<file path="src/hw/permutePkg.sv">
`default_nettype none

// Permutation rule for a seven-variable truth table:
// output bit j takes input bit k, where k[6:3] == j[6:3].
// For every output variable position v in {A, B, C} (bits 0, 1, 2 of j),
// j[v] is placed at k[PERM_SRC_POS[index][v]].
// So the permutation name lists the source variable that lands at A, B and C.
package permutePkg;

    localparam int BOT_WIDTH   = 128;
    localparam int MASK_WIDTH  = 6;
    localparam int COUNT_WIDTH = 8;
    localparam int PERM_COUNT  = 6;

    typedef logic [BOT_WIDTH-1:0]   botT;
    typedef logic [MASK_WIDTH-1:0]  permMaskT;
    typedef logic [2:0]             permIndexT;
    typedef logic [COUNT_WIDTH-1:0] batchCountT;

    // Source bit position of output variables A, B, C per permutation index
    // Index 0 is mask bit 5 (ABC), index 5 is mask bit 0 (CBA)
    localparam logic [1:0] PERM_SRC_POS [0:PERM_COUNT-1][0:2] = '{
        '{2'd0, 2'd1, 2'd2},  // ABC
        '{2'd0, 2'd2, 2'd1},  // ACB
        '{2'd1, 2'd0, 2'd2},  // BAC
        '{2'd1, 2'd2, 2'd0},  // BCA
        '{2'd2, 2'd0, 2'd1},  // CAB
        '{2'd2, 2'd1, 2'd0}   // CBA
    };

    // Low three bits of the source index for a given output index
    function automatic logic [2:0] permSourceLow(input logic [2:0] outLow,
                                                 input permIndexT index);
        logic [2:0] srcLow;
        srcLow = '0;
        for (int v = 0; v < 3; v++) begin
            srcLow[PERM_SRC_POS[index][v]] = outLow[v];
        end
        return srcLow;
    endfunction

endpackage

`default_nettype wire
</file>
<file path="src/hw/botPermuterTop.sv">
`timescale 1ns/100ps
`default_nettype none

module botPermuterTop #(
    parameter int FIFO_DEPTH_LOG2 = 4,
    parameter int SLOW_THRESHOLD  = 10
) (
    input  logic                   clk,
    input  logic                   rst,
    // Producer side
    input  permutePkg::botT        bot,
    input  permutePkg::permMaskT   permMask,
    input  logic                   batchDone,
    input  logic                   writeData,
    output logic                   slowDownInput,
    // Consumer side
    input  logic                   requestSlowDown,
    output permutePkg::botT        permutedBot,
    output logic                   permutedBotValid,
    output logic                   batchFinished,
    output permutePkg::batchCountT batchCount
);
    import permutePkg::*;

    botT       headBot;
    permMaskT  headMask;
    logic      headBatchDone;
    logic      fifoEmpty;
    logic      pop;

    logic      issueValid;
    logic      issueLast;
    permIndexT permIndex;
    botT       issueBot;

    logic      outValid;
    logic      outLast;
    botT       outBot;

    botInputFifo #(
        .FIFO_DEPTH_LOG2(FIFO_DEPTH_LOG2),
        .SLOW_THRESHOLD (SLOW_THRESHOLD)
    ) i_inputFifo (
        .clk          (clk),
        .rst          (rst),
        .writeData    (writeData),
        .botIn        (bot),
        .maskIn       (permMask),
        .batchDoneIn  (batchDone),
        .pop          (pop),
        .headBot      (headBot),
        .headMask     (headMask),
        .headBatchDone(headBatchDone),
        .empty        (fifoEmpty),
        .slowDownInput(slowDownInput)
    );

    permuteScheduler i_scheduler (
        .clk            (clk),
        .rst            (rst),
        .empty          (fifoEmpty),
        .headBot        (headBot),
        .headMask       (headMask),
        .headBatchDone  (headBatchDone),
        .requestSlowDown(requestSlowDown),
        .pop            (pop),
        .issueValid     (issueValid),
        .issueLast      (issueLast),
        .permIndex      (permIndex),
        .issueBot       (issueBot)
    );

    // Two cycles from issue to result
    permuteNetwork i_network (
        .clk       (clk),
        .rst       (rst),
        .issueValid(issueValid),
        .issueLast (issueLast),
        .permIndex (permIndex),
        .issueBot  (issueBot),
        .outValid  (outValid),
        .outLast   (outLast),
        .outBot    (outBot)
    );

    permuteResult i_result (
        .clk             (clk),
        .rst             (rst),
        .outValid        (outValid),
        .outLast         (outLast),
        .outBot          (outBot),
        .permutedBot     (permutedBot),
        .permutedBotValid(permutedBotValid),
        .batchFinished   (batchFinished),
        .batchCount      (batchCount)
    );

endmodule

`default_nettype wire

</file>
<file path="src/hw/permuteResult.sv">
`timescale 1ns/100ps
`default_nettype none

module permuteResult (
    input  logic                   clk,
    input  logic                   rst,
    input  logic                   outValid,
    input  logic                   outLast,
    input  permutePkg::botT        outBot,
    output permutePkg::botT        permutedBot,
    output logic                   permutedBotValid,
    output logic                   batchFinished,
    output permutePkg::batchCountT batchCount
);
    import permutePkg::*;

    batchCountT runningCount;
    batchCountT countWithCurrent;

    // Data path adds no latency
    assign permutedBot      = outBot;
    assign permutedBotValid = outValid;

    // Last marker lines up with the final output of the batch
    assign batchFinished    = outLast;

    // Includes the output of this cycle, wraps at 256
    assign countWithCurrent = runningCount + batchCountT'(outValid);
    assign batchCount       = countWithCurrent;

    always_ff @(posedge clk) begin
        if (rst) begin
            runningCount <= '0;
        end else if (outLast) begin
            runningCount <= '0;
        end else begin
            runningCount <= countWithCurrent;
        end
    end

endmodule

`default_nettype wire

</file>
<file path="src/hw/permuteNetwork.sv">
`timescale 1ns/100ps
`default_nettype none

module permuteNetwork (
    input  logic                  clk,
    input  logic                  rst,
    input  logic                  issueValid,
    input  logic                  issueLast,
    input  permutePkg::permIndexT permIndex,
    input  permutePkg::botT       issueBot,
    output logic                  outValid,
    output logic                  outLast,
    output permutePkg::botT       outBot
);
    import permutePkg::*;

    localparam int HALF_WIDTH = BOT_WIDTH / 2;

    logic [HALF_WIDTH-1:0] lowShuffledQ;
    logic [HALF_WIDTH-1:0] highRawQ;
    permIndexT             indexQ;
    logic                  validQ;
    logic                  lastQ;

    // Each output bit picks one of eight sources in its aligned group of eight
    function automatic logic [HALF_WIDTH-1:0] shuffleHalf(input logic [HALF_WIDTH-1:0] src,
                                                          input permIndexT index);
        logic [HALF_WIDTH-1:0] dst;
        logic [2:0]            lowSrc;
        logic [5:0]            outIdx;
        dst = '0;
        for (int j = 0; j < HALF_WIDTH; j++) begin
            outIdx = 6'(j);
            lowSrc = permSourceLow(outIdx[2:0], index);
            dst[j] = src[{outIdx[5:3], lowSrc}];
        end
        return dst;
    endfunction

    // Stage one shuffles the low half, the high half waits a cycle
    always_ff @(posedge clk) begin
        lowShuffledQ <= shuffleHalf(issueBot[HALF_WIDTH-1:0], permIndex);
        highRawQ     <= issueBot[BOT_WIDTH-1:HALF_WIDTH];
        indexQ       <= permIndex;
    end

    // Stage two shuffles the high half with the delayed index
    always_ff @(posedge clk) begin
        outBot <= {shuffleHalf(highRawQ, indexQ), lowShuffledQ};
    end

    always_ff @(posedge clk) begin
        if (rst) begin
            validQ   <= 1'b0;
            lastQ    <= 1'b0;
            outValid <= 1'b0;
            outLast  <= 1'b0;
        end else begin
            validQ   <= issueValid;
            lastQ    <= issueLast;
            outValid <= validQ;
            outLast  <= lastQ;
        end
    end

endmodule

`default_nettype wire

</file>
<file path="src/hw/permuteScheduler.sv">
`timescale 1ns/100ps
`default_nettype none

module permuteScheduler (
    input  logic                  clk,
    input  logic                  rst,
    input  logic                  empty,
    input  permutePkg::botT       headBot,
    input  permutePkg::permMaskT  headMask,
    input  logic                  headBatchDone,
    input  logic                  requestSlowDown,
    output logic                  pop,
    output logic                  issueValid,
    output logic                  issueLast,
    output permutePkg::permIndexT permIndex,
    output permutePkg::botT       issueBot
);
    import permutePkg::*;

    typedef enum logic {
        stateIdle,
        stateExpanding
    } schedStateT;

    schedStateT state;
    botT        curBot;
    permMaskT   remMask;
    logic       curDone;

    permMaskT   srcMask;
    permMaskT   restMask;
    logic       srcDone;
    logic       hasBit;
    logic [2:0] bitPos;
    logic       grab;
    logic       active;
    logic       wordDone;

    // Idle issues straight from the FIFO head, expanding from the held word
    assign srcMask  = (state == stateIdle) ? headMask : remMask;
    assign srcDone  = (state == stateIdle) ? headBatchDone : curDone;
    assign issueBot = (state == stateIdle) ? headBot : curBot;

    assign grab   = (state == stateIdle) && !empty && !requestSlowDown;
    assign active = grab || ((state == stateExpanding) && !requestSlowDown);

    // Highest set mask bit goes first
    always_comb begin
        hasBit = 1'b0;
        bitPos = '0;
        for (int i = 0; i < MASK_WIDTH; i++) begin
            if (srcMask[i]) begin
                hasBit = 1'b1;
                bitPos = 3'(i);
            end
        end
        restMask = srcMask;
        if (hasBit) begin
            restMask[bitPos] = 1'b0;
        end
    end

    assign wordDone   = (restMask == '0);
    assign permIndex  = permIndexT'(MASK_WIDTH - 1) - bitPos;
    assign issueValid = active && hasBit;
    // Also fires alone for an empty-mask batch-end word
    assign issueLast  = active && wordDone && srcDone;

    // Next word is taken on the cycle the current one runs out
    assign pop = grab || ((state == stateExpanding) && !requestSlowDown && wordDone && !empty);

    always_ff @(posedge clk) begin
        if (rst) begin
            state <= stateIdle;
        end else if (active) begin
            if (!wordDone) begin
                state <= stateExpanding;
            end else if (state == stateExpanding && !empty) begin
                state <= stateExpanding;
            end else begin
                state <= stateIdle;
            end
        end
    end

    always_ff @(posedge clk) begin
        if (rst) begin
            remMask <= '0;
            curDone <= 1'b0;
        end else if (active) begin
            if (!wordDone) begin
                remMask <= restMask;
                curDone <= srcDone;
            end else if (state == stateExpanding && !empty) begin
                remMask <= headMask;
                curDone <= headBatchDone;
            end
        end
    end

    always_ff @(posedge clk) begin
        if (pop) begin
            curBot <= headBot;
        end
    end

endmodule

`default_nettype wire

</file>
<file path="src/hw/botInputFifo.sv">
`timescale 1ns/100ps
`default_nettype none

module botInputFifo #(
    parameter int FIFO_DEPTH_LOG2 = 4,
    parameter int SLOW_THRESHOLD  = 10
) (
    input  logic                 clk,
    input  logic                 rst,
    input  logic                 writeData,
    input  permutePkg::botT      botIn,
    input  permutePkg::permMaskT maskIn,
    input  logic                 batchDoneIn,
    input  logic                 pop,
    output permutePkg::botT      headBot,
    output permutePkg::permMaskT headMask,
    output logic                 headBatchDone,
    output logic                 empty,
    output logic                 slowDownInput
);
    import permutePkg::*;

    localparam int DEPTH = 1 << FIFO_DEPTH_LOG2;
    localparam logic [FIFO_DEPTH_LOG2:0] FULL_LEVEL = (FIFO_DEPTH_LOG2 + 1)'(DEPTH);
    localparam logic [FIFO_DEPTH_LOG2:0] SLOW_LEVEL = (FIFO_DEPTH_LOG2 + 1)'(SLOW_THRESHOLD);

    botT      botMem  [DEPTH];
    permMaskT maskMem [DEPTH];
    logic     doneMem [DEPTH];

    logic [FIFO_DEPTH_LOG2-1:0] writePtr;
    logic [FIFO_DEPTH_LOG2-1:0] readPtr;
    logic [FIFO_DEPTH_LOG2:0]   fillCount;
    logic                       full;
    logic                       doPush;
    logic                       doPop;

    assign full   = (fillCount == FULL_LEVEL);
    assign empty  = (fillCount == '0);
    // Pushes into a full FIFO are dropped
    assign doPush = writeData && !full;
    assign doPop  = pop && !empty;

    // First-word-fall-through head
    assign headBot       = botMem[readPtr];
    assign headMask      = maskMem[readPtr];
    assign headBatchDone = doneMem[readPtr];

    always_ff @(posedge clk) begin
        if (doPush) begin
            botMem[writePtr]  <= botIn;
            maskMem[writePtr] <= maskIn;
            doneMem[writePtr] <= batchDoneIn;
        end
    end

    always_ff @(posedge clk) begin
        if (rst) begin
            writePtr      <= '0;
            readPtr       <= '0;
            fillCount     <= '0;
            slowDownInput <= 1'b0;
        end else begin
            if (doPush) begin
                writePtr <= writePtr + 1'b1;
            end
            if (doPop) begin
                readPtr <= readPtr + 1'b1;
            end
            unique case ({doPush, doPop})
                2'b10:   fillCount <= fillCount + 1'b1;
                2'b01:   fillCount <= fillCount - 1'b1;
                default: fillCount <= fillCount;
            endcase
            // Follows the fill level one cycle late
            slowDownInput <= (fillCount > SLOW_LEVEL);
        end
    end

endmodule

`default_nettype wire

</file>
<file path="config.mk">
export PLATFORM = sky130hd
export DESIGN_NAME = botPermuterTop
export DESIGN_NICKNAME = d
export VERILOG_FILES = /design/src/hw/permutePkg.sv /design/src/hw/botPermuterTop.sv /design/src/hw/permuteResult.sv /design/src/hw/permuteNetwork.sv /design/src/hw/permuteScheduler.sv /design/src/hw/botInputFifo.sv
export SDC_FILE = /design/constraint.sdc
export NUM_CORES = 2
export LEC_CHECK = 0
export BUFFER_PORTS_ARGS = -buffer_cell sky130_fd_sc_hd__buf_2
export CAP_MARGIN = 20
export CORE_MARGIN = 1
export CORE_UTILIZATION = 62
export DETAILED_ROUTE_END_ITERATION = 7
export PLACE_DENSITY_LB_ADDON = 0.15
export SYNTH_ARGS = -nofsm -noshare
export SYNTH_HDL_FRONTEND = slang
export SYNTH_SLANG_ARGS = --single-unit
</file>
<file path="constraint.sdc">
create_clock -name clk -period 13.1 [get_ports clk]
set_clock_uncertainty 0.15 [all_clocks]
set_input_delay 0.655 -clock clk [delete_from_list [all_inputs] [get_ports clk]]
set_output_delay 0.655 -clock clk [all_outputs]
set_load 0.005 [all_outputs]
</file>
==> qor.csv <==
metric;value;unit
Core ar.;0.156;mm²
sequential power share;46.8;%
drt total wl;225;mm
kind of start point of the critical path;flop;
pin count of the biggest net entering global routing;140;
CP Max Fanout;53;
CTS Buf Count;241;
number of vias per cell;6.48;
Synth Cell Area;0.0978;mm²
Internal;15.7;mW
final setup vio count;0;
most frequent cells in the layout;2288 x edfxtp_1, 672 x mux4_2, 402 x nand2_1;
hpwl dp;115;mm
most common cell after layout, fill and taps aside;edfxtp_1;
setup bufs post-CTS;0;
Antenna Nets Post-Route;0;
FMAX;0.140;GHz
Mean Syn Cell Area;21.0;µm²
worst-margin pin slew;1190;ps
Net count, final;5279;
worst path cell trace;buf_4 -> mux4_2 -> mux2i_1 -> o221a_4 -> a211oi_2 -> ha_2 -> buf_4 -> a21oi_1 -> a2111oi_2 -> o22ai_2 -> a21oi_2 -> ha_1 -> ha_1 -> a211oi_1 -> a211o_1 -> a41oi_1 -> a21oi_1 -> a221oi_2 -> mux2_1;
Seq/Total Area, Yosys;76.4;%
Synth-to-Final Area Change;13.1;%
Worst slew margin;20.8;%
fin crit period;7160;ps
Worst Path Arrival;7730;ps
#FFs+latches synth;2585;
DIE AREA;0.159;mm²
CTS tree;done;
Synth async-reset ratio;0;%
Leakage Power;35.8;nW
Yosys cell types;82;
DR iter-0 viols;5459;
Final Max Slew Viols;0;
global-route wire length before repair;326;mm
Die Y;399;µm
boundary pin count;278;
Cell Rows;145;
fraction of layout cells with a size suffix above 1;28.0;%
RSZ-0062 raised after global routing;no;
initial antenna violation count;27;
Mapped Cells;4656;
Slowest cell on crit path;dfxtp_4;
grt ovf;0;
final period utilization;54.6;%
worst setup margin;5940;ps
Worst Setup End Kind;flop;
Buffers & Inverters on Critical Path;2;
htree depth;4;
CP top delay family;compound AO/OA/AOI/OAI gates;
total power;21.9;mW
Synthesized Nets;4810;
Post-Place Worst Slack;5920;ps
combinational share of power;21.9;%
chip width;399;µm
GRT Resource Usage Total;28.7;%
worst min-delay path category;primary input to flop;
Worst-Skew Late Latency;850;ps
setup TNS;0;ps
Max Cap Viol;0;
clock slew at reported path FFs;60;ps
clock share of power;31.3;%
CP Class;flop to flop;
ys flop type;edfxtp_1;
Post-synth EDFFs;2288;
outcome;complete, no violations;
CP max stage delay;920;ps
vias in the first global route;48100;
NetSw;6.18;mW
vias;47900;
WP data required;13680;ps
DRC;0;
Synth Warn #;0;
final RePlAce weighted congestion;0.896;
Post-CTS Resized;0;
final hold vios;0;
Pre-Repair DR Iteration Count;5;
starting density of the core;62.5;%
DR WL/cell;30.4;µm
clk root buf;clkbuf_16;
Max VDD drop;162;µV
Power Density;198;mW/mm²
port buffer count;277;
sw frac;28.2;%
Num Clock Sinks;2585;
Max clock buf depth;3;
## repair_timing
item | CTS | global route
hold buffers | 120 | 0
endpoints found under the setup margin | 0 | 0
hold endpoints to repair | 1742 | 0
## layer usage
layer | GRT usage [%] | wire length [µm] | vias to the layer above
met2 | 45.4 | 110000 | 2363
met1 | 42.0 | 89300 | 25200
li1 | - | - | 20000
met3 | 5.86 | 21300 | 332
met5 | 0 | 134 | -
met4 | 7.12 | 4900 | 20
## cell usage after synthesis (all sizes together), types with 8 or more instances
cell	instances	area share [%]
edfxtp	2288	70
o211ai	22	0.18
o21ai	119	0.63
nor2b	21	0.13
o22ai	9	0.091
nor3	15	0.082
a31oi	20	0.13
mux4	672	15
buf	151	0.86
mux2i	117	1.2
inv	39	0.15
ha	15	0.19
xor2	8	0.072
a21oi	64	0.35
nand3	19	0.097
dfxtp	297	6.1
clkbuf	102	0.39
nor2	109	0.42
nand2	403	1.5
a211oi	26	0.24
mux2	35	0.41
a22oi	15	0.13
## power groups by stage
stage	Sequential [mW]	Clock, mW	Combinational [mW]
6_report	10.2	6.84	4.80
5_1_grt	10.3	7.23	5.17
4_1_cts	10.2	6.93	4.78
3_5_place_dp	10.4	0	4.71
3_3_place_gp	10.4	0	4.63
2_1_floorplan	10.2	0	3.34
## worst register-to-register path, cell delays in order (launching register included)
cell and delay (ps):
dfxtp_4 920, buf_4 820, mux4_2 390, mux2i_1 130, o221a_4 360, a211oi_2 450
ha_2 300, buf_4 480, a21oi_1 170, a2111oi_2 460, o22ai_2 280, a21oi_2 290
ha_1 430, ha_1 280, a211oi_1 90, a211o_1 260, a41oi_1 170, a21oi_1 70
a221oi_2 200, mux2_1 340
## state kept, by name, summed over array words and instances (netlist names), 6 cells and up, named ones only
| signal | count |
|---|---|
| i_inputFifo.botMem | 2048 |
| i_network.outBot | 128 |
| i_scheduler.curBot | 128 |
| i_inputFifo.maskMem | 96 |
| i_network.highRawQ | 64 |
| i_network.lowShuffledQ | 64 |
| i_inputFifo.doneMem | 16 |
| i_result.runningCount | 8 |
| i_scheduler.remMask | 6 |
## cell type report
type,count,area (µm²)
sequential,2585,74700
fill,9310,45800
multi-input combinational,1778,21900
clock buffer,346,6910
timing repair buffer,479,3470
tap,2058,2570
clock inverter,109,940
inverter,40,155
antenna,7,17.5
## logic make-up after synthesis
group / after synthesis / share of synthesized area (%)
AOI/OAI and AO/OA: 319 / 2.24
xor gates and xnor gates: 15 / 0.134
adders and majority gates: 17 / 0.215
buffers and inverters: 293 / 1.41
DFF: 2585 / 76.4
muxes: 824 / 17.1
and+or+nand+nor: 603 / 2.53
## worst paths after layout
check / slack (ps) / startpoint / cells after the start / end
worst min-delay path: 50 / bot[100] / 1 / i_inputFifo.botMem[7][100]$_DFFE_PP_
worst max-delay path: 5940 / flop / 19 / i_inputFifo.fillCount[4]$_SDFFE_PP0P_
worst min register to register: 170 / i_network.highRawQ[39]$_DFF_P_ / 0 / i_network.outBot[103]$_DFF_P_
worst max register to register: 5940 / flop / 19 / i_inputFifo.fillCount[4]$_SDFFE_PP0P_
## metrics by stage
step	hold slack (ps)	utilization [%]	instances	instance area, µm²
4_1_cts	0.459	70.7	7393	111000
3_5_place_dp	162	64.9	6818	101000
2_1_floorplan	160	-	4656	97800
5_1_grt	23.7	70.7	7399	111000
6_report	48.1	70.7	7402	111000
3_3_place_gp	160	64.9	6815	101000
No activity file was read; power rests on OpenSTA's default activity.
